$ cat config.mk
export PLATFORM = sky130hd
export DESIGN_NAME = read_mux
export DESIGN_NICKNAME = d
export VERILOG_FILES = /design/src/logic/apple1_pkg.sv /design/src/logic/read_mux.sv
export VERILOG_INCLUDE_DIRS = /design/src /design/src/logic
export SDC_FILE = /design/constraint.sdc
export NUM_CORES = 1
export LEC_CHECK = 0
export ABC_AREA = 1
export BUFFER_PORTS_ARGS = -buffer_cell sky130_fd_sc_hd__buf_4
export CORE_MARGIN = 1.5
export CORE_UTILIZATION = 38
export DETAILED_ROUTE_END_ITERATION = 6
export GPL_TIMING_DRIVEN = 0
export PLACE_DENSITY = 0.77
export SKIP_LAST_GASP = 1
export SYNTH_ARGS = -nofsm -noshare
export SYNTH_HDL_FRONTEND = slang
export SYNTH_SLANG_ARGS = --single-unit
$ cat constraint.sdc
create_clock -name sys_clock -period 0.91 [get_ports sys_clock]
set_input_delay 0.091 -clock sys_clock [delete_from_list [all_inputs] [get_ports sys_clock]]
set_output_delay 0.091 -clock sys_clock [all_outputs]
set_load 0.01 [all_outputs]
$ cat src/logic/apple1_config.svh
////////////////////
// build constants for the apple-1 memory and peripheral bus
// include once per compilation unit, the package pulls it in
////////////////////

`ifndef APPLE1_CONFIG_SVH
`define APPLE1_CONFIG_SVH

// ram banks
`define BANK_COUNT      5       // four low ram banks plus basic
`define BANK_ADDR_BITS  12      // 4 KB per bank
`define LOW_RAM_BANKS   4       // pages 0..3

// basic area sits in its own 4 KB page
`define BASIC_PAGE      4'hE

// cassette interface window
`define CASS_BASE       16'hC000
`define CASS_LAST       16'hC1FF

// tape monitor dac
`define DAC_BITS        16      // accumulator width, carry is extra

`endif

$ cat src/logic/apple1_pkg.sv
////////////////////
// shared bus types for the apple-1 memory map
// import in the module body, scoped names in port lists
////////////////////

`include "apple1_config.svh"

package apple1_pkg;

	typedef logic [15:0]                  cpu_addr_t;   // 6502 address
	typedef logic [24:0]                  dl_addr_t;    // downloader address, 32 MB reach
	typedef logic [7:0]                   data_t;       // bus byte
	typedef logic [`BANK_ADDR_BITS-1:0]   bank_addr_t;  // offset inside a bank
	typedef logic [`BANK_COUNT-1:0]       bank_sel_t;   // one-hot bank select
	typedef logic [`DAC_BITS-1:0]         dac_word_t;   // delta-sigma input sample

	// memory map constants for the decoder and the read path
	localparam int        BANK_COUNT    = `BANK_COUNT;
	localparam int        LOW_RAM_BANKS = `LOW_RAM_BANKS;
	localparam logic [3:0] BASIC_PAGE   = `BASIC_PAGE;
	localparam cpu_addr_t CASS_BASE     = `CASS_BASE;
	localparam cpu_addr_t CASS_LAST     = `CASS_LAST;

endpackage

$ cat src/logic/read_mux.sv
////////////////////
// drain multiplexer for the bank read ports
// unmapped addresses read back 0x00
////////////////////

`timescale 1ns/1ns

module read_mux (
	input  logic                  sys_clock,
	input  logic                  rst_i,
	input  apple1_pkg::bank_sel_t bank_sel_i,
	input  apple1_pkg::data_t     bank_rdata_i [apple1_pkg::BANK_COUNT],
	output apple1_pkg::data_t     cpu_rdata_o
);
	import apple1_pkg::*;

	bank_sel_t sel_q;      // select aligned with bank read data
	data_t     rdata_sel;

	always_ff @(posedge sys_clock) begin
		if (rst_i) begin
			sel_q <= '0;
		end else begin
			sel_q <= bank_sel_i;
		end
	end

	// and-or mux, select is one-hot or empty
	always_comb begin
		rdata_sel = '0;
		for (int i = 0; i < BANK_COUNT; i++) begin
			if (sel_q[i]) begin
				rdata_sel = rdata_sel | bank_rdata_i[i];
			end
		end
	end

	always_ff @(posedge sys_clock) begin
		if (rst_i) begin
			cpu_rdata_o <= '0;
		end else begin
			cpu_rdata_o <= rdata_sel;  // 0x00 when no bank hit
		end
	end

endmodule

== Word level (Yosys, flattened, before mapping) ==
Index checks and enable logic that the tools add are counted.
Word-level totals
  latch bits: 0
  bits in writable memories: 0
  memories kept: 0
  register bits: 13
  input port bits: 47
  word-level logic and storage cells: 11
  bits in read-only memories: 0
Operators by class
  add/sub/neg operators: 0
  equality and inequality tests: 0
  $mul: 0
  bitwise gates (word level): 4
  order comparisons: 0
  reduce and logical (&&, ||, !) cells: 0
  mux-type cells: 5
  div/mod/pow operators: 0
  shifts and indexed selects: 0
Operators with widths (count)
  8-bit 2-to-1 mux: 5
  8-bit OR: 4

== Depth between registers and ports, before layout ==
  depth after elaboration: 9
  mapped depth: 5
  depth with buffers taken out: 4

== Least setup slack after synthesis ==
OpenSTA, ideal clock, no wires.
  path type: register -> register
  start: reg sel_q[4]
  end: reg cpu_rdata_o[6]
  cell stages (with the launch flop): 6
  setup time: 0.114 ns
  buffers on the path: 1
  slack: 0.134 ns
  data arrival time: 0.662 ns
  cell sequence: dfxtp_1 > buf_6 > nand2_2 > nand3_2 > nor2_2 > nor2_2
On the way
  word-level cells in the longest chain between the ends: 1
Ends and longest elaborated chain
  start, declared: line read_mux.sv:17  | bank_sel_t sel_q;
  start signal, assigned: line read_mux.sv:24  | sel_q <= bank_sel_i;
  8-bit 2-to-1 mux: line read_mux.sv:32  | if (sel_q[i]) begin
  end signal, assigned: line read_mux.sv:42  | cpu_rdata_o <= rdata_sel;
  end, declared: line read_mux.sv:13  | output apple1_pkg::data_t cpu_rdata_o
Every way passes these cells.
A chain may end at the register's enable or synchronous reset.

== Worst setup path in the final report ==
  start: reg sel_q[2]
  end: reg cpu_rdata_o[6]
On the way
  word-level cells in the longest chain between the ends: 5
Ends and longest elaborated chain
  8-bit 2-to-1 mux (*): line read_mux.sv:32
  8-bit OR: line read_mux.sv:33  | rdata_sel = rdata_sel | bank_rdata_i[i];
  8-bit 2-to-1 mux (*): line read_mux.sv:32
  8-bit OR: line read_mux.sv:33
  8-bit 2-to-1 mux (*): line read_mux.sv:32
Every way passes the cells marked *; elsewhere a longest branch is shown, timed or not.

==> impl_results.md <==
* Hold_sp: bank_sel_i[4]
* CTS H-tree lvls at 1
* RR Endpoint: cpu_rdata_o[6]
* Post-synthesis xor/xnor area fraction at 0
* Synth Area in Compound Gates at 0
* Routed Wire Length at between 1.5 and 2 mm
* DR vias/cell at 4.335
* Hold endpoint: sel_q[4]
* Filler cells at ~170
* Post-synthesis adder-cell area fraction at 0
* Clk slew on worst S/H paths at roughly 0.080 ns
* Hold_buf cts at 1
* Final Skew at between 0.0009 and 0.001 ns
* Mapped Area at ~710 um2
* Max Freq at between 1000 and 1500 MHz
* Num CTS Buffers at 3
* Gpl congestion at 0.7291
* CP required at 1.08 ns
* Max Transition Viols Final at 0
* Number of diodes at 0
* Reg2reg setup slack at between 0.06 and 0.07 ns
* Die Y at roughly 46 um
* Share of layout cells above drive strength 1 at 0.5563
* Post-cts sizing count at 0
* DR iter-0 viols at 8
* Clock tree from TritonCTS: done
* Type of the tightest min-delay check: in -> reg
* Port bufs at between 50 and 60
* Setup TNS at 0 ns
* Crit path time final at 0.8464 ns
* Max Cap Viol at 0
* Syn Inst Count at about 100
* Share of the synthesized area in the top cell type at 0.3649
* Synth Register Bits at 13
* Max-Slew Margin vs Limit at 0.9039
* Buffers inserted by post-CTS timing repair at 0
* Post-DR wirelength/cell at just over 10 um
* Post-synthesis sequential area ratio at 0.3649
* Peak VDD IR at 725.2 uV
* Clock buffer depth at 2
* Placed Cells at 180
* Yosys top cell by area: dfxtp_1
* Main combinational cell family by area after synthesis: simple AND/OR/NAND/NOR gates
* R2R depth at 5
* Avg Inst Size Synth at 7.061 um2
* DR DRC count at 0
* Final hold violations at 0
* Startpoint types: flip-flop
* Clk Latency, worst-skew pair at roughly 0.27 ns
* # IOs at 55
* Source of the worst register-to-register timing path: sel_q[2]
* Min Hold Slack at roughly 0.023 ns
* Setup CP Type: reg -> reg
* Initial Utilization at 0.4086
* Worst-margin pin slew at around 0.14 ns
* Nets at 208
* CP Max Fanout at 8
* Antenna-violating nets left at 0
* Die footprint at roughly 2100 um2
* Tot GR Track Use at 0.1954
* Vias in the first global route at slightly below 800
* Post-Layout Cell Count at 185
* Antenna violations before repair at 0
* Period utilization at 0.9301
* HPWL after DPL at 1.582 mm
* Synth-to-layout area growth at 66.32%
* Post-synthesis mux area share at 0
* Post-Synth Simple-Gate Area at 0.5386
* Die width at around 46 um
* Clock sinks at 13
* Grt total ovfl at 0
* Top cells by area, synth: dfxtp_1, nand2_1, nand3_2
* Via count at 802
* CP Capture Type: flip-flop
* Largest net degree at the start of global routing at 11
* First-pass GRT wire length at between 3 and 4 mm
* TritonRoute pass-1 iters at 4
* CP arrival at ~1.0 ns
* Status: finished clean
* RSZ-0062 raised after global routing: no
* Site Rows at 15
* Mapped Nets at between 100 and 150
* Final setup violation count at 0
* Clk root buf: clkbuf_4
* Core Box Area at around 1700 um2
* Leakage at ~0.67 nW
* Hold Path Depth at 3
* Pwr dens at about 1200 nW/um2
* Post-synth cell types at 10
* Synth warn at 0
## layer usage
metal | up-vias | share of wire | GRT usage
met2 | 32 | 0.54 | 0.3417
met5 | - | 0 | 0
met1 | 350 | 0.39 | 0.2382
met4 | 0 | 0.0064 | 0.06857
met3 | 2 | 0.066 | 0.03137
li1 | 418 | - | -
## synth_stat cells
cell,instances
nand2_1,40
dfxtp_1,13
nor2_1,11
nor2_2,10
nand2_2,8
nand3_2,8
inv_1,5
buf_4,3
buf_6,2
buf_2,1
## per-stage QoR
step	setup slack, ns	instance area, um2	utilization	total power, mW
final	0.06357	1186	0.6796	1.383
after global routing	0.005173	1186	0.6796	1.477
after CTS	0.04747	1186	0.6796	1.397
after detailed placement	0.06441	1150	0.6588	1.043
after global placement	0.09152	1150	0.6588	1.036
after floorplan	0.1336	713.2	-	0.8139
## power breakdown
group	total (mW)	switching (mW)	internal, mW	leakage, nW
sequential	0.621	0.0110	0.610	0.108
clock	0.355	0.186	0.169	0.0150
combinational	0.406	0.166	0.240	0.543
## critical path, stage by stage (launching register included)
cell     delay (ns)
dfxtp_1        0.30
buf_2          0.16
nand2_1        0.10
nand3_2        0.07
nor2_2         0.09
nor2_2         0.03
## layout make-up
cell class | instances | area, um2 | area share
multi-input combinational | 77 | 384.1 | 0.3238
tap | 25 | 31.28 | 0.02637
inverter | 5 | 18.77 | 0.01582
sequential | 13 | 260.3 | 0.2194
timing repair buffer | 55 | 415.4 | 0.3502
buffer | 6 | 50.05 | 0.04219
clock buffer | 4 | 26.28 | 0.02215
## sequential cells by signal (all words and copies together), names as in the netlist
signal / cells
cpu_rdata_o: 8
sel_q: 5
## how the worst max path moves through the flow
stage	startpoint	end	slack, ns	cells after the start
2_1_floorplan	sel_q[4]	cpu_rdata_o[6]	0.13	5
3_3_place_gp	sel_q[2]	cpu_rdata_o[6]	0.09	5
3_5_place_dp	sel_q[2]	cpu_rdata_o[6]	0.06	5
4_1_cts	sel_q[2]	cpu_rdata_o[6]	0.05	5
5_1_grt	sel_q[2]	cpu_rdata_o[6]	0.005	5
6_report	sel_q[2]	cpu_rdata_o[6]	0.06	5
## logic make-up after synthesis
| family | count (synthesis) |
|---|---|
| flip-flops | 13 |
| buffers and inverters | 11 |
| AND/OR/NAND/NOR | 77 |
## layout by cell type, fill, tap and decap left out, types with 2 or more instances in the layout
cell type   n
dfxtp_1    13
nor2_1     11
nor2_2     10
buf_6       2
nand2_1    40
clkbuf_4    3
inv_1       5
nand2_2     8
nand3_2     8
buf_4      57
No activity file was read; power rests on OpenSTA's default activity.
