===== src/logic/apple1_config.svh =====
////////////////////
// build constants for the apple-1 memory and peripheral bus
// include once per compilation unit, the package pulls it in
////////////////////

`ifndef APPLE1_CONFIG_SVH
`define APPLE1_CONFIG_SVH

// ram banks
`define BANK_COUNT      5       // four low ram banks plus basic
`define BANK_ADDR_BITS  12      // 4 KB per bank
`define LOW_RAM_BANKS   4       // pages 0..3

// basic area sits in its own 4 KB page
`define BASIC_PAGE      4'hE

// cassette interface window
`define CASS_BASE       16'hC000
`define CASS_LAST       16'hC1FF

// tape monitor dac
`define DAC_BITS        16      // accumulator width, carry is extra

`endif


===== src/logic/apple1_pkg.sv =====
////////////////////
// shared bus types for the apple-1 memory map
// import in the module body, scoped names in port lists
////////////////////

`include "apple1_config.svh"

package apple1_pkg;

	typedef logic [15:0]                  cpu_addr_t;   // 6502 address
	typedef logic [24:0]                  dl_addr_t;    // downloader address, 32 MB reach
	typedef logic [7:0]                   data_t;       // bus byte
	typedef logic [`BANK_ADDR_BITS-1:0]   bank_addr_t;  // offset inside a bank
	typedef logic [`BANK_COUNT-1:0]       bank_sel_t;   // one-hot bank select
	typedef logic [`DAC_BITS-1:0]         dac_word_t;   // delta-sigma input sample

	// memory map constants for the decoder and the read path
	localparam int        BANK_COUNT    = `BANK_COUNT;
	localparam int        LOW_RAM_BANKS = `LOW_RAM_BANKS;
	localparam logic [3:0] BASIC_PAGE   = `BASIC_PAGE;
	localparam cpu_addr_t CASS_BASE     = `CASS_BASE;
	localparam cpu_addr_t CASS_LAST     = `CASS_LAST;

endpackage


===== src/logic/tape_audio.sv =====
////////////////////
// cassette interface flip-flop and tape monitor audio
// monitor bit goes through a first order delta-sigma dac to both pins
////////////////////

`timescale 1ns/1ns

module tape_audio (
	input  logic sys_clock,
	input  logic rst_i,
	input  logic bus_access_i,
	input  logic cass_sel_i,
	input  logic tape_rx_i,          // audio in from the board, active low
	input  logic monitor_tape_in_i,  // 1 listens to tape in, 0 to tape out
	output logic tape_out_o,
	output logic audio_l_o,
	output logic audio_r_o
);
	import apple1_pkg::*;

	localparam int DW = $bits(dac_word_t);

	logic          cass_hit_q;   // access strobe, one stage
	logic          cas_in;       // latched tape input
	logic          monitor_bit;
	dac_word_t     dac_in;
	logic [DW:0]   dac_acc;      // msb is the carry out

	// any cassette access flips the output
	always_ff @(posedge sys_clock) begin
		if (rst_i) begin
			cass_hit_q <= 1'b0;
			tape_out_o <= 1'b0;
		end else begin
			cass_hit_q <= bus_access_i & cass_sel_i;
			tape_out_o <= tape_out_o ^ cass_hit_q;
		end
	end

	// input sampler
	always_ff @(posedge sys_clock) begin
		cas_in <= ~tape_rx_i;  // rx pin idles high
	end

	assign monitor_bit = monitor_tape_in_i ? cas_in : tape_out_o;

	// 1-bit sample at full scale half
	always_comb begin
		dac_in         = '0;
		dac_in[DW-1]   = monitor_bit;
	end

	// accumulate and keep the carry
	always_ff @(posedge sys_clock) begin
		if (rst_i) begin
			dac_acc <= '0;
		end else begin
			dac_acc <= {1'b0, dac_acc[DW-1:0]} + {1'b0, dac_in};
		end
	end

	// same mono stream on both channels
	assign audio_l_o = dac_acc[DW];
	assign audio_r_o = dac_acc[DW];

endmodule


===== config.mk =====
export PLATFORM = sky130hd
export DESIGN_NAME = tape_audio
export DESIGN_NICKNAME = d
export VERILOG_FILES = /design/src/logic/apple1_pkg.sv /design/src/logic/tape_audio.sv
export VERILOG_INCLUDE_DIRS = /design/src /design/src/logic
export SDC_FILE = /design/constraint.sdc
export NUM_CORES = 1
export LEC_CHECK = 0
export BUFFER_PORTS_ARGS = -buffer_cell sky130_fd_sc_hd__buf_2
export CORE_AREA = 2 2 39 41
export DETAILED_ROUTE_END_ITERATION = 6
export DIE_AREA = 0 0 41 43
export REMOVE_ABC_BUFFERS = 1
export SYNTH_ARGS = -nofsm -noshare
export SYNTH_HDL_FRONTEND = slang
export SYNTH_SLANG_ARGS = --single-unit

===== constraint.sdc =====
create_clock -name sys_clock -period 1.3 [get_ports sys_clock]
set_input_delay 0.39 -clock sys_clock [delete_from_list [all_inputs] [get_ports sys_clock]]
set_output_delay 0.39 -clock sys_clock [all_outputs]
set_load 0.02 [all_outputs]

# --- Word level (Yosys, flattened, before mapping) ---
# Index checks and enable logic that the tools add are counted.
op_classes:
  addsub: 1
  mux: 1
  n_bitwise: 3
op_table:
  columns: ["operator", "count"]
  rows:
  - ["$add A16 B16 Y17", 1]
  - ["$and A1 B1 Y1", 1]
  - ["$mux W1", 1]
  - ["$not A1 Y1", 1]
  - ["$xor A1 B1 Y1", 1]
word_totals:
  ff_bits: 20
  in_bits: 6
  out_inout_bits: 3
  elab_cells: 9

# --- Longest topological paths before layout ---
logic_depth:
  ltp_word: 2
  mapped_depth: 3

# --- Least setup slack after synthesis ---
# OpenSTA, ideal clock, no wires.
synth_timing:
  path_kind: "input port to flip-flop"
  startpoint: "in monitor_tape_in_i"
  endpoint: "reg dac_acc[15]"
  setup_ns: 0.114
  arrival_ns: 1.034
  required_time_ns: 1.186
  slack_ns: 0.153
  stages: 3
  n_path_buf: 0
  path_cell_list: "mux2_4 ha_1 nor2b_1"
synth_via:
  elab_chain_len: 2
synth_lines:
  columns: ["item", "line_no", "source"]
  rows:
  - ["start: declaration", "tape_audio.sv:14", "input logic monitor_tape_in_i,"]
  - ["$mux W1", "tape_audio.sv:45", "assign monitor_bit = monitor_tape_in_i ? cas_in : tape_out_o;"]
  - ["$add A16 B16 Y17", "tape_audio.sv:58", "dac_acc <= {1'b0, dac_acc[DW-1:0]} + {1'b0, dac_in};"]
  - ["end signal: assignment", "tape_audio.sv:58", null]
  - ["end: declaration", "tape_audio.sv:27", "logic [DW:0] dac_acc;"]
# Every way passes these cells.
# A chain may end at the register's enable or synchronous reset.

# --- Final worst setup path ---
layout_timing:
  startpoint: "reg tape_out_o"
  endpoint: "out tape_out_o"
layout_lines:
  columns: ["item", "line_no", "source"]
  rows:
  - ["start: declaration", "tape_audio.sv:15", "output logic tape_out_o,"]
  - ["start signal: assignment", "tape_audio.sv:36", "tape_out_o <= tape_out_o ^ cass_hit_q;"]
# No word-level cell between the ends.

==> out/summary.txt <==
Cts hold-fix bufs: 0
Wirelength, routed: 232 µm
Post-Syn Instances: 15
Reg-to-Reg Start: tape_out_o
Status: finished, final reports clean
Hold slack: 0.2928 ns
Clk root buf: clkbuf_4
Core box area: 1384 µm²
Crit path largest cell delay: 0.36 ns
HPWL Detailed: 182.9 µm
FF-to-FF End: dac_acc[15]
Largest net degree at the start of global routing: 5
Clock Pin Slew Worst Setup and Hold Paths: 0.04 ns
Worst Max-Slew Pin Slew: 0.1135 ns
Cell area after layout: 250.2 µm²
Postcts setup bufs: 0
Hold Fails Final Rpt: 0
CTS tree: built
Worst Path Arrival: 0.77 ns
Initial antenna violation count: 0
Die area: 1763 µm²
CTS resizes: 0
CP Buf/Inv Count: 1
First-pass GRT wire length: 379 µm
R2R setup slack: 0.22 ns
Main combinational cell family by area after synthesis: simple AND/OR/NAND/NOR gates
#FFs+latches synth: 5
Final core utilization: 18.08%
Residual DRC: 0
Hold Path End: cas_in
Setup Skew: 0.001126 ns
Adder-cell share of the synthesized area: 7.299%
PD cells: 1508 nW/µm²
Grt ovf: 0
CTS H-Tree Depth: 1
Slew margin rel.: 92.38%
CP cell instances: buf_2
Buffers on Ports: 8
Vias in the first global route: 104
Number of distinct library cells after synthesis: 9
Total I/O pin count: 9
Register area share after synthesis: 58.39%
CTS buffer count: 3
Multiplexer share of the synthesized area: 8.759%
LEAKAGE: 0.1268 nW
Final setup TNS: 0 ns
Critical path capture point type: primary output
Crit-path leading delay family: flip-flops
Compound-cell area share of the yosys netlist: 0%
Diode count: 0
Hold WC Path Type: primary input to register
Number of setup violations in the final report: 0
Max_cap viols: 0
Skew-Pair Late Insertion Delay: 0.24 ns
XOR/XNOR Fraction of Synth Area: 5.109%
GRT Total Usage: 3.920%
Die width: 41 µm
Slew Limit Fails: 0
Worst hold start: tape_rx_i
Pre-antenna DRT Iters: 2
Wire length per cell: 5.524 µm
FMAX: 859.4 MHz
Sink Count: 5
Tmin final: 1.164 ns
Via count: 127
RD Place Congestion: 0.5878
Placed Area: 224.0 µm²
Simple-Gate Fraction of Synth Area: 13.87%
Cell count of the worst reg-to-reg path: 3
Starting density of the core: 12.39%
Number of DRC markers in iteration 0: 1
Hold path cells: 2
Final nets: 34
Tcrit/Tclk final: 89.51%
Crit-path slowest cell: dfxtp_1
Peak supply drop: 0.0006627 V
CP Class: register to primary output
Fraction of layout instances using a drive strength above 1: 46.15%
Syn Std Cell Area: 171.4 µm²
Area added between synthesis and finish: 45.99%
CTS Buffer Depth: 2
RSZ-0062 raised after global routing: false
Yosys warns: 0
Die height: 43 µm
# rows: 14
Via-to-Cell Ratio: 3.024
Critical path launch point type: register
Average cell area after synthesis: 11.43 µm²
Crit path max fanout: 3
CP Data Required Time: 0.91 ns
Post-route antenna net violation count: 0
power by group:
| group | internal (W) | leakage (nW) | total, W | switching [W] |
|---|---|---|---|---|
| Clock | 0.000116 | 0.0150 | 0.000177 | 0.0000610 |
| Combinational | 0.0000188 | 0.0706 | 0.0000329 | 0.0000140 |
| Sequential | 0.000164 | 0.0412 | 0.000168 | 0.00000381 |
| Total | 0.000298 | 0.127 | 0.000377 | 0.0000789 |
registers in the layout (all words and copies together) (netlist names):
signal	count
tape_out_o	1
cass_hit_q	1
dac_acc	2
cas_in	1
layer usage:
metal / vias to the layer above / global-route usage, % / wire length (µm)
met3: 0 / 7.853 / 48
met1: 52 / 3.548 / 96
li1: 66 / - / -
met5: - / 0 / 0
met4: 0 / 0 / 0
met2: 9 / 4.063 / 86
layout make-up:
class,count,area [µm²]
fillers,154,1134
flip-flops and latches,5,100.1
multi-input cells,8,60.06
repair buffers,8,40.04
clock buffers,4,26.28
well taps,16,20.02
inverters,1,3.754
per-stage QoR:
step | worst slack [ns] | power, W | cells
6_report | 0.1363 | 0.0003773 | 42
5_1_grt | 0.08070 | 0.0003978 | 42
4_1_cts | 0.1199 | 0.0003878 | 42
3_5_place_dp | 0.02588 | 0.0002036 | 38
3_3_place_gp | 0.02743 | 0.0002029 | 38
2_1_floorplan | 0.1527 | 0.0001894 | 14
synth_stat cells:
cell | count | area (µm²)
buf_4 | 1 | 7.510
nor2_1 | 2 | 7.510
inv_1 | 1 | 3.750
dfxtp_1 | 5 | 100.1
nor2b_1 | 2 | 12.51
nand2_1 | 1 | 3.750
mux2_4 | 1 | 15.01
xnor2_1 | 1 | 8.760
ha_1 | 1 | 12.51
layout by cell type, fill, tap and decap left out, drive strengths merged:
cell type | Yosys | layout
xnor2 | 1 | 1
ha | 1 | 1
nand2 | 1 | 1
clkbuf | 0 | 4
buf | 1 | 8
dfxtp | 5 | 5
nor2 | 2 | 2
inv | 1 | 1
mux2 | 1 | 1
nor2b | 2 | 2
logic make-up after synthesis:
family        Yosys count
fa+ha+maj               1
xor+xnor                1
buf+inv                 2
mux                     1
flops                   5
simple gates            5
worst max path at each step:
| stage | from | cells past startpoint | slack [ns] | end |
|---|---|---|---|---|
| after floorplan | monitor_tape_in_i | 3 | 0.15 | dac_acc[15] |
| after global placement | monitor_tape_in_i | 4 | 0.03 | dac_acc[15] |
| after detailed placement | monitor_tape_in_i | 4 | 0.03 | dac_acc[15] |
| after CTS | tape_out_o | 1 | 0.12 | tape_out_o |
| after global routing | tape_out_o | 1 | 0.08 | tape_out_o |
| final | tape_out_o | 1 | 0.14 | tape_out_o |
Note: power is estimated with default switching activity, not from simulation.
