File: src/logic/apple1_config.svh
////////////////////
// build constants for the apple-1 memory and peripheral bus
// include once per compilation unit, the package pulls it in
////////////////////

`ifndef APPLE1_CONFIG_SVH
`define APPLE1_CONFIG_SVH

// ram banks
`define BANK_COUNT      5       // four low ram banks plus basic
`define BANK_ADDR_BITS  12      // 4 KB per bank
`define LOW_RAM_BANKS   4       // pages 0..3

// basic area sits in its own 4 KB page
`define BASIC_PAGE      4'hE

// cassette interface window
`define CASS_BASE       16'hC000
`define CASS_LAST       16'hC1FF

// tape monitor dac
`define DAC_BITS        16      // accumulator width, carry is extra

`endif

File: src/logic/apple1_pkg.sv
////////////////////
// shared bus types for the apple-1 memory map
// import in the module body, scoped names in port lists
////////////////////

`include "apple1_config.svh"

package apple1_pkg;

	typedef logic [15:0]                  cpu_addr_t;   // 6502 address
	typedef logic [24:0]                  dl_addr_t;    // downloader address, 32 MB reach
	typedef logic [7:0]                   data_t;       // bus byte
	typedef logic [`BANK_ADDR_BITS-1:0]   bank_addr_t;  // offset inside a bank
	typedef logic [`BANK_COUNT-1:0]       bank_sel_t;   // one-hot bank select
	typedef logic [`DAC_BITS-1:0]         dac_word_t;   // delta-sigma input sample

	// memory map constants for the decoder and the read path
	localparam int        BANK_COUNT    = `BANK_COUNT;
	localparam int        LOW_RAM_BANKS = `LOW_RAM_BANKS;
	localparam logic [3:0] BASIC_PAGE   = `BASIC_PAGE;
	localparam cpu_addr_t CASS_BASE     = `CASS_BASE;
	localparam cpu_addr_t CASS_LAST     = `CASS_LAST;

endpackage

File: src/logic/bus_arbiter.sv
////////////////////
// bus master select between the cpu and the rom downloader
// registers the winning access and decodes the memory map
// download writes win, the cpu strobe is masked meanwhile
////////////////////

`timescale 1ns/1ns

module bus_arbiter (
	input  logic                   sys_clock,
	input  logic                   rst_i,
	// cpu side
	input  apple1_pkg::cpu_addr_t  cpu_addr_i,
	input  apple1_pkg::data_t      cpu_wdata_i,
	input  logic                   cpu_wr_i,
	input  logic                   cpu_clken_i,
	// downloader side
	input  logic                   download_active_i,
	input  apple1_pkg::dl_addr_t   download_addr_i,
	input  apple1_pkg::data_t      download_data_i,
	input  logic                   download_wr_i,
	// gated strobe back to the cpu
	output logic                   cpu_clken_o,
	output logic                   led_o,
	// registered bus
	output apple1_pkg::bank_addr_t bus_addr_o,
	output apple1_pkg::data_t      bus_wdata_o,
	output logic                   bus_we_o,
	output logic                   bus_access_o,
	output apple1_pkg::bank_sel_t  bank_sel_o,
	output logic                   cass_sel_o
);
	import apple1_pkg::*;

	localparam int AW = $bits(bank_addr_t);  // in-bank address bits
	localparam int PW = 16 - AW;             // page number bits

	logic          dl_take;     // download write owns this cycle
	logic          cpu_strobe;  // cpu enable with download masking
	dl_addr_t      next_addr;
	data_t         next_wdata;
	logic          next_we;
	logic          next_access;
	logic          in_64k;      // nothing above 0xFFFF is mapped
	logic [PW-1:0] page;
	bank_sel_t     next_sel;
	logic          next_cass;

	assign dl_take     = download_active_i & download_wr_i;
	assign cpu_strobe  = cpu_clken_i & ~download_active_i;  // cpu frozen while downloading
	assign cpu_clken_o = cpu_strobe;
	assign led_o       = ~dl_take;  // led blinks off on each download write

	// master mux
	assign next_addr   = dl_take ? download_addr_i : dl_addr_t'(cpu_addr_i);
	assign next_wdata  = dl_take ? download_data_i : cpu_wdata_i;
	assign next_we     = dl_take | (cpu_wr_i & cpu_strobe);
	assign next_access = dl_take | cpu_strobe;

	// decode on the full downloader width
	assign in_64k    = (next_addr[$bits(dl_addr_t)-1:16] == '0);
	assign page      = next_addr[15:AW];
	assign next_cass = (next_addr >= dl_addr_t'(CASS_BASE)) &&
		(next_addr <= dl_addr_t'(CASS_LAST));  // 0xC000..0xC1FF

	always_comb begin
		next_sel = '0;
		for (int i = 0; i < BANK_COUNT; i++) begin
			if (i < LOW_RAM_BANKS) begin
				next_sel[i] = in_64k && (page == PW'(i));  // low ram, one page each
			end else begin
				// banks past low ram stack up from the basic page
				next_sel[i] = in_64k && (page == PW'(BASIC_PAGE) + PW'(i - LOW_RAM_BANKS));
			end
		end
	end

	// payload, no reset
	always_ff @(posedge sys_clock) begin
		bus_addr_o  <= next_addr[AW-1:0];
		bus_wdata_o <= next_wdata;
	end

	// control, cleared on reset
	always_ff @(posedge sys_clock) begin
		if (rst_i) begin
			bus_we_o     <= 1'b0;
			bus_access_o <= 1'b0;
			bank_sel_o   <= '0;
			cass_sel_o   <= 1'b0;
		end else begin
			bus_we_o     <= next_we;
			bus_access_o <= next_access;
			bank_sel_o   <= next_sel;   // selects follow the address every cycle for reads
			cass_sel_o   <= next_cass;
		end
	end

endmodule

File: config.mk
export PLATFORM = sky130hd
export DESIGN_NAME = bus_arbiter
export DESIGN_NICKNAME = d
export VERILOG_FILES = /design/src/logic/apple1_pkg.sv /design/src/logic/bus_arbiter.sv
export VERILOG_INCLUDE_DIRS = /design/src /design/src/logic
export SDC_FILE = /design/constraint.sdc
export NUM_CORES = 1
export LEC_CHECK = 0
export CAP_MARGIN = 20
export CORE_AREA = 2 2 47 49
export CTS_BUF_LIST = sky130_fd_sc_hd__clkbuf_2
export DETAILED_ROUTE_END_ITERATION = 8
export DIE_AREA = 0 0 49 51
export DONT_BUFFER_PORTS = 1
export PLACE_DENSITY_LB_ADDON = 0.3
export SLEW_MARGIN = 5
export SYNTH_ARGS = -nofsm -noshare
export SYNTH_HDL_FRONTEND = slang
export SYNTH_SLANG_ARGS = --single-unit
File: constraint.sdc
create_clock -name sys_clock -period 2.4 [get_ports sys_clock]
set_clock_uncertainty 0.05 [all_clocks]
set_input_delay 0.48 -clock sys_clock [delete_from_list [all_inputs] [get_ports sys_clock]]
set_output_delay 0.48 -clock sys_clock [all_outputs]
set_load 0.02 [all_outputs]
After elaboration in Yosys (flattened, before gate mapping)
Index checks and enable logic that the tools add are counted.
- flip-flop bits (word level): 28
- input bits: 63
- output and inout bits: 30
- $lt $le $gt $ge: 2
- eq/ne operators: 4
- mux-type cells: 2
- bitwise gates (word level): 7
- reduce and logical (&&, ||, !) cells: 8
- operators with widths (kind ; count):
    >= comparator 25 x 16 -> 1 bit, second input constant ; 1
    less-or-equal comparator 25 x 16 -> 1 bit, second input constant ; 1
    two-way mux 25 bit ; 1
    logical NOT 9 bit ; 1
    == test 4 x 2 -> 1 bit, second input constant ; 2
    two-way mux 8 bit ; 1
    logical AND 1 bit ; 6
    == test 4 x 1 -> 1 bit, second input constant ; 1
    == test 4 bit, second input constant ; 1
    logical NOT 4 bit ; 1
    AND 1 bit ; 3
    NOT 1 bit ; 2
    bitwise OR 1 bit ; 2

Logic depth before layout (Yosys ltp)
Gate-level depths: netlist of the first run.
- word-level depth: 4
- gate-level depth with buffers: 6
- depth with buffers taken out: 3

Worst setup path after synthesis of the first run
OpenSTA, ideal clock, no wires.
- path type: input to output
- start: input download_wr_i
- end: output led_o
- arrival time: 1.001 ns
- data required time: 1.870 ns
- path slack: 0.869 ns
- stages: 4
- buffers on the path: 3
- path through: buf_2 -> nand2_1 -> buf_6 -> buf_6
- cells in the longest elaborated chain, start to end: 2
- RTL lines (element ; line ; source):
    start, declared ; bus_arbiter.sv:21 ; input logic download_wr_i,
    AND 1 bit ; bus_arbiter.sv:49 ; assign dl_take = download_active_i & download_wr_i;
    NOT 1 bit ; bus_arbiter.sv:52 ; assign led_o = ~dl_take;
    end, declared ; bus_arbiter.sv:24 ; output logic led_o,
No other way between the ends.

Worst setup path in the final report of the first run
- start: input download_active_i
- end: output led_o
- cells in the longest elaborated chain, start to end: 2
- RTL lines (element ; line ; source):
    start, declared ; bus_arbiter.sv:18 ; input logic download_active_i,
    AND 1 bit ; bus_arbiter.sv:49 ;
    NOT 1 bit ; bus_arbiter.sv:52 ;
No other way between the ends.

==> flow_summary.json, run 1 <==
{
  "outcome": "finished, final reports clean",
  "grt_use_met3_pct": 9.65,
  "power_w": 0.000766,
  "area_growth_pct": 2.81,
  "synthCells": 89,
  "vias": 685,
  "use_met2_pct": 27.6,
  "holdBufCountCts": 0,
  "place_congestion": 0.679,
  "post-synth-top-count-cell": "dfxtp_1",
  "tightest_slew_ns": 0.570,
  "die_w_um": 49,
  "postCtsSetupBuffers": 0,
  "antenna_found_initial": 0,
  "avgSynthCellArea_sq_um": 12.0,
  "core_sq_mm": 0.00206,
  "yosys.area.top_type": "dfxtp_1",
  "ys_types": 28,
  "crit_required_ns": 1.87,
  "ios": 93,
  "drt_iter0_markers": 9,
  "seq_area_frac_synth_pct": 52.5,
  "powerDensity_mw_per_mm2": 698,
  "final_max_slew_viol_count": 0,
  "wire_per_inst_um": 17.1,
  "setup_slack_ns": 0.768,
  "syn_nets": 152,
  "finalSetupViolations": 0,
  "path_buf_inv": 1,
  "finalCriticalPeriod_ns": 1.63,
  "synth_edf_count": 0,
  "slew_headroom_pct": 61.8,
  "grt_overflow_total": 0,
  "die_h_um": 51,
  "place_area_sq_mm": 0.00108,
  "rsz0062_at_grt": "no",
  "slowest_stage": "nand2_1",
  "start_util_pct": 51.7,
  "fin_crit_sh_pct": 68.0,
  "final_cell_area_sq_mm": 0.00110,
  "path_max_fanout": 18,
  "synth_top_flop_cell": "dfxtp_1",
  "max-vdd-ir-drop_mv": 0.367,
  "clockBufferDepth": 2,
  "drtPass1Iterations": 4,
  "crit_type": "primary input to output pin",
  "grt_max_degree": 19,
  "antenna_left": 0,
  "synth_area_leaders": "dfxtp_1 53%, mux2_1 20%, buf_6 3.2%",
  "cap_violations": 0,
  "drc": 0,
  "gr-usage-all-layers_pct": 16.0,
  "max_freq_mhz": 613,
  "rows": 17,
  "final_cell_count_no_fill": 117,
  "cts_htree_levels": 1,
  "top_usage_layer": "met2",
  "finalHoldViolCount": 0,
  "vias_per_cell": 5.85,
  "hold_path.class": "primary input to register",
  "nets": 153,
  "crit_family": "simple AND/OR/NAND/NOR gates",
  "synth-async-reset-ratio_pct": 0,
  "grt_pass1_vias": 683,
  "clk_pin_slew_ns": 0.23,
  "drive_gt1_share_pct": 7.87,
  "crit_arrival_ns": 1.10,
  "diodes": 0,
  "io_buffers": 0,
  "numCtsBuffers": 3,
  "cts_tree": "yes",
  "dieArea_sq_mm": 0.00250,
  "placedCellCount": 113,
  "syn_area_sq_mm": 0.00107,
  "fin_tns_setup_ns": 0,
  "synth-seq-cells": 28,
  "ctsResizeCount": 0,
  "synth_top_area_share_pct": 52.5,
  "dp_hpwl_mm": 1.62,
  "synthTopCellsByCount": "28 x dfxtp_1, 19 x mux2_1, 5 x nor2_1",
  "ys_warn_count": 0,
  "start_kind": "primary input",
  "wl_mm": 2.00,
  "use_met1_pct": 14.6,
  "max_stage_delay_ns": 0.38,
  "clock-sinks": 28,
  "grt_pass1_wl_mm": 2.97,
  "worstPathCellList": "nand2_1 -> buf_12",
  "end_kind": "output pin",
  "cts_root_buf": "clkbuf_2",
  "power.leakage_nw": 0.426,
  "pre_cts_ws_ns": 0.765
}
## power by group
part	internal [W]	switching, W
Combinational	0.0000325	0.0000284
Sequential	0.000497	0.0000486
Clock	0.0000362	0.000123
Total	0.000566	0.000200
## path summary, 6_finish.rpt
check | from | endpoint | slack (ns) | cells past startpoint
min | rst_i | bus_access_o$_SDFF_PP0_ | 0.14 | 1
max | download_active_i | led_o | 0.77 | 2
## sequential cells by signal (all words and copies together) (netlist names)
| register | flops |
|---|---|
| bank_sel_o | 5 |
| bus_access_o | 1 |
| cass_sel_o | 1 |
| bus_we_o | 1 |
| bus_wdata_o | 8 |
| bus_addr_o | 12 |
## per-stage QoR
step,utilization (%),hold WS [ns]
floorplan,-,0.507
global placement,52.3,0.514
detailed placement,52.3,0.519
CTS,53.2,0.119
global route,53.2,0.106
finish,53.2,0.136
## cell type report
| type | instances | area, sq um |
|---|---|---|
| timing repair buffer | 1 | 20.0 |
| tap | 28 | 35.0 |
| fill | 183 | 966 |
| inverter | 2 | 7.51 |
| clock inverter | 1 | 3.75 |
| multi-input combinational | 54 | 455 |
| sequential | 28 | 561 |
| clock buffer | 3 | 15.0 |
## placed cells by master (no fill, tap or decap)
cell type	n
nand2b_1	1
nand3_1	1
nand3b_1	1
clkbuf_2	3
a221oi_2	1
a21o_1	1
nor2b_1	1
a211oi_1	2
mux2i_1	2
mux2_1	19
nand4b_1	1
a211o_1	1
nand4_1	1
and4_1	1
a31oi_1	3
dfxtp_1	28
inv_2	1
and3_1	1
nor2_1	5
nor4_1	2
a21oi_1	3
inv_1	1
clkinv_1	1
nand4bb_1	1
nor3_1	3
nor4b_2	1
nand2_1	1
buf_12	1
and4b_1	1
## cells by family (layout without fill, tap and decap cells)
group / count (synthesis) / in the layout / synth area share [%]
and+or+nand+nor: 22 / 22 / 13.2
muxes: 21 / 21 / 21.9
AOI/OAI and AO/OA: 11 / 11 / 7.50
DFF: 28 / 28 / 52.5
buffers and inverters: 7 / 7 / 4.81
## layer usage
| metal | up-vias | wire length [um] |
|---|---|---|
| li1 | 327 | - |
| met1 | 301 | 693 |
| met2 | 55 | 951 |
| met3 | 2 | 341 |
| met4 | 0 | 12 |
| met5 | - | 0 |
Power figures use the tool's default switching activity.
==> run 2, diff against run 1 <==
Clock period 2.4 ns to 1.6 ns, I/O delays scaled along.
==> flow_summary.json, run 2 (same netlist as run 1, synthesis figures left out) <==
{
  "drive_gt1_share_pct": 9.78,
  "wire_per_inst_um": 16.5,
  "start_kind": "register",
  "cts_htree_levels": 1,
  "crit_type": "register to output pin",
  "grt_pass1_wl_mm": 2.84,
  "start_util_pct": 51.7,
  "end_kind": "output pin",
  "hold_path.class": "primary input to register",
  "grt_overflow_total": 0,
  "path_max_fanout": 1,
  "grt_pass1_vias": 675,
  "tightest_slew_ns": 0.541,
  "powerDensity_mw_per_mm2": 1030,
  "power.leakage_nw": 0.436,
  "drc": 0,
  "vias_per_cell": 5.92,
  "wl_met2_um": 984,
  "antenna_left": 0,
  "placedCellCount": 115,
  "power_w": 0.00114,
  "wl_mm": 1.98,
  "maxUsedRoutingLayer": "met4",
  "fin_crit_sh_pct": 74.4,
  "dieArea_sq_mm": 0.00250,
  "wl_met3_um": 259,
  "hp-start": "download_addr_i[11]",
  "core_sq_mm": 0.00206,
  "regMostFlops": "bus_addr_o",
  "fin_tns_setup_ns": 0,
  "rows": 17,
  "clockBufferDepth": 2,
  "ctsResizeCount": 0,
  "final_max_slew_viol_count": 0,
  "cts_root_buf": "clkbuf_2",
  "die_w_um": 49,
  "finalSetupViolations": 0,
  "crit_required_ns": 1.23,
  "io_buffers": 0,
  "nets": 157,
  "ios": 93,
  "cap_violations": 0,
  "crit_arrival_ns": 0.82,
  "die_h_um": 51,
  "dp_hpwl_mm": 1.57,
  "place_congestion": 0.728,
  "area_growth_pct": 4.57,
  "largest_registers": "bus_addr_o (12), bus_wdata_o (8), bank_sel_o (5)",
  "slew_headroom_pct": 63.7,
  "finalHoldViolCount": 0,
  "wl_met1_um": 719,
  "mostFrequentLayoutCells": "28 x dfxtp_1, 19 x mux2_1, 5 x nor2_1",
  "crit_path_start": "bank_sel_o[1]$_SDFF_PP0_",
  "drtPass1Iterations": 4,
  "postCtsSetupBuffers": 0,
  "holdBufCountCts": 1,
  "gr-usage-all-layers_pct": 15.3,
  "numCtsBuffers": 3,
  "clock-sinks": 28,
  "finalCriticalPeriod_ns": 1.19,
  "drt_iter0_markers": 4,
  "vias": 710,
  "final_cell_count_no_fill": 120,
  "diodes": 0,
  "antenna_found_initial": 0,
  "max_freq_mhz": 839,
  "cts_tree": "yes",
  "outcome": "finished, final reports clean",
  "largest_reg_flops": 12,
  "grt_max_degree": 16,
  "final_common_cell": "dfxtp_1",
  "rsz0062_at_grt": "no",
  "clk_pin_slew_ns": 0.23,
  "max-vdd-ir-drop_mv": 0.534
}
[run 2: cell count changes in the layout (fill, tap and decap cells not counted)]
cell           before  now
buf_4               0    3
dlygate4sd3_1       0    2
buf_12              1    0
clkinv_1            1    0
[run 2: report_power, final]
part	total [W]	internal, W	switching [W]	leakage [nW]
clock	0.000231	0.0000510	0.000180	0.0125
combinational	0.0000949	0.0000519	0.0000430	0.190
sequential	0.000818	0.000745	0.0000733	0.234
total	0.00114	0.000848	0.000296	0.436
[run 2: area by class of cell]
type / count / area, sq um
repair buffers: 5 / 42.5
well taps: 28 / 35.0
multi-input cells: 54 / 455
clock buffers: 3 / 15.0
flip-flops and latches: 28 / 561
inverters: 2 / 7.51
fillers: 189 / 947
[run 2: worst paths after layout]
kind	slack, ns	depth (start not counted)	endpoint
setup / recovery	0.41	0	bank_sel_o[1]
hold / removal	0.04	1	bus_addr_o[11]$_DFF_P_
[run 2: stage by stage]
step | setup WS [ns] | hold slack [ns] | utilization, % | instance area [sq um]
3_5_place_dp | 0.317 | 0.354 | 52.4 | 1080
5_1_grt | 0.344 | 0.00511 | 54.1 | 1120
4_1_cts | 0.380 | 0.00597 | 53.6 | 1110
2_1_floorplan | 0.271 | 0.347 | - | 1070
6_report | 0.409 | 0.0402 | 54.1 | 1120
3_3_place_gp | 0.352 | 0.349 | 52.4 | 1080
[run 2: routing by layer]
| metal | up-vias | track usage, % |
|---|---|---|
| met2 | 52 | 28.8 |
| met1 | 326 | 14.3 |
| met5 | - | 0 |
| met3 | 2 | 5.56 |
| met4 | 0 | 8.57 |
| li1 | 330 | - |
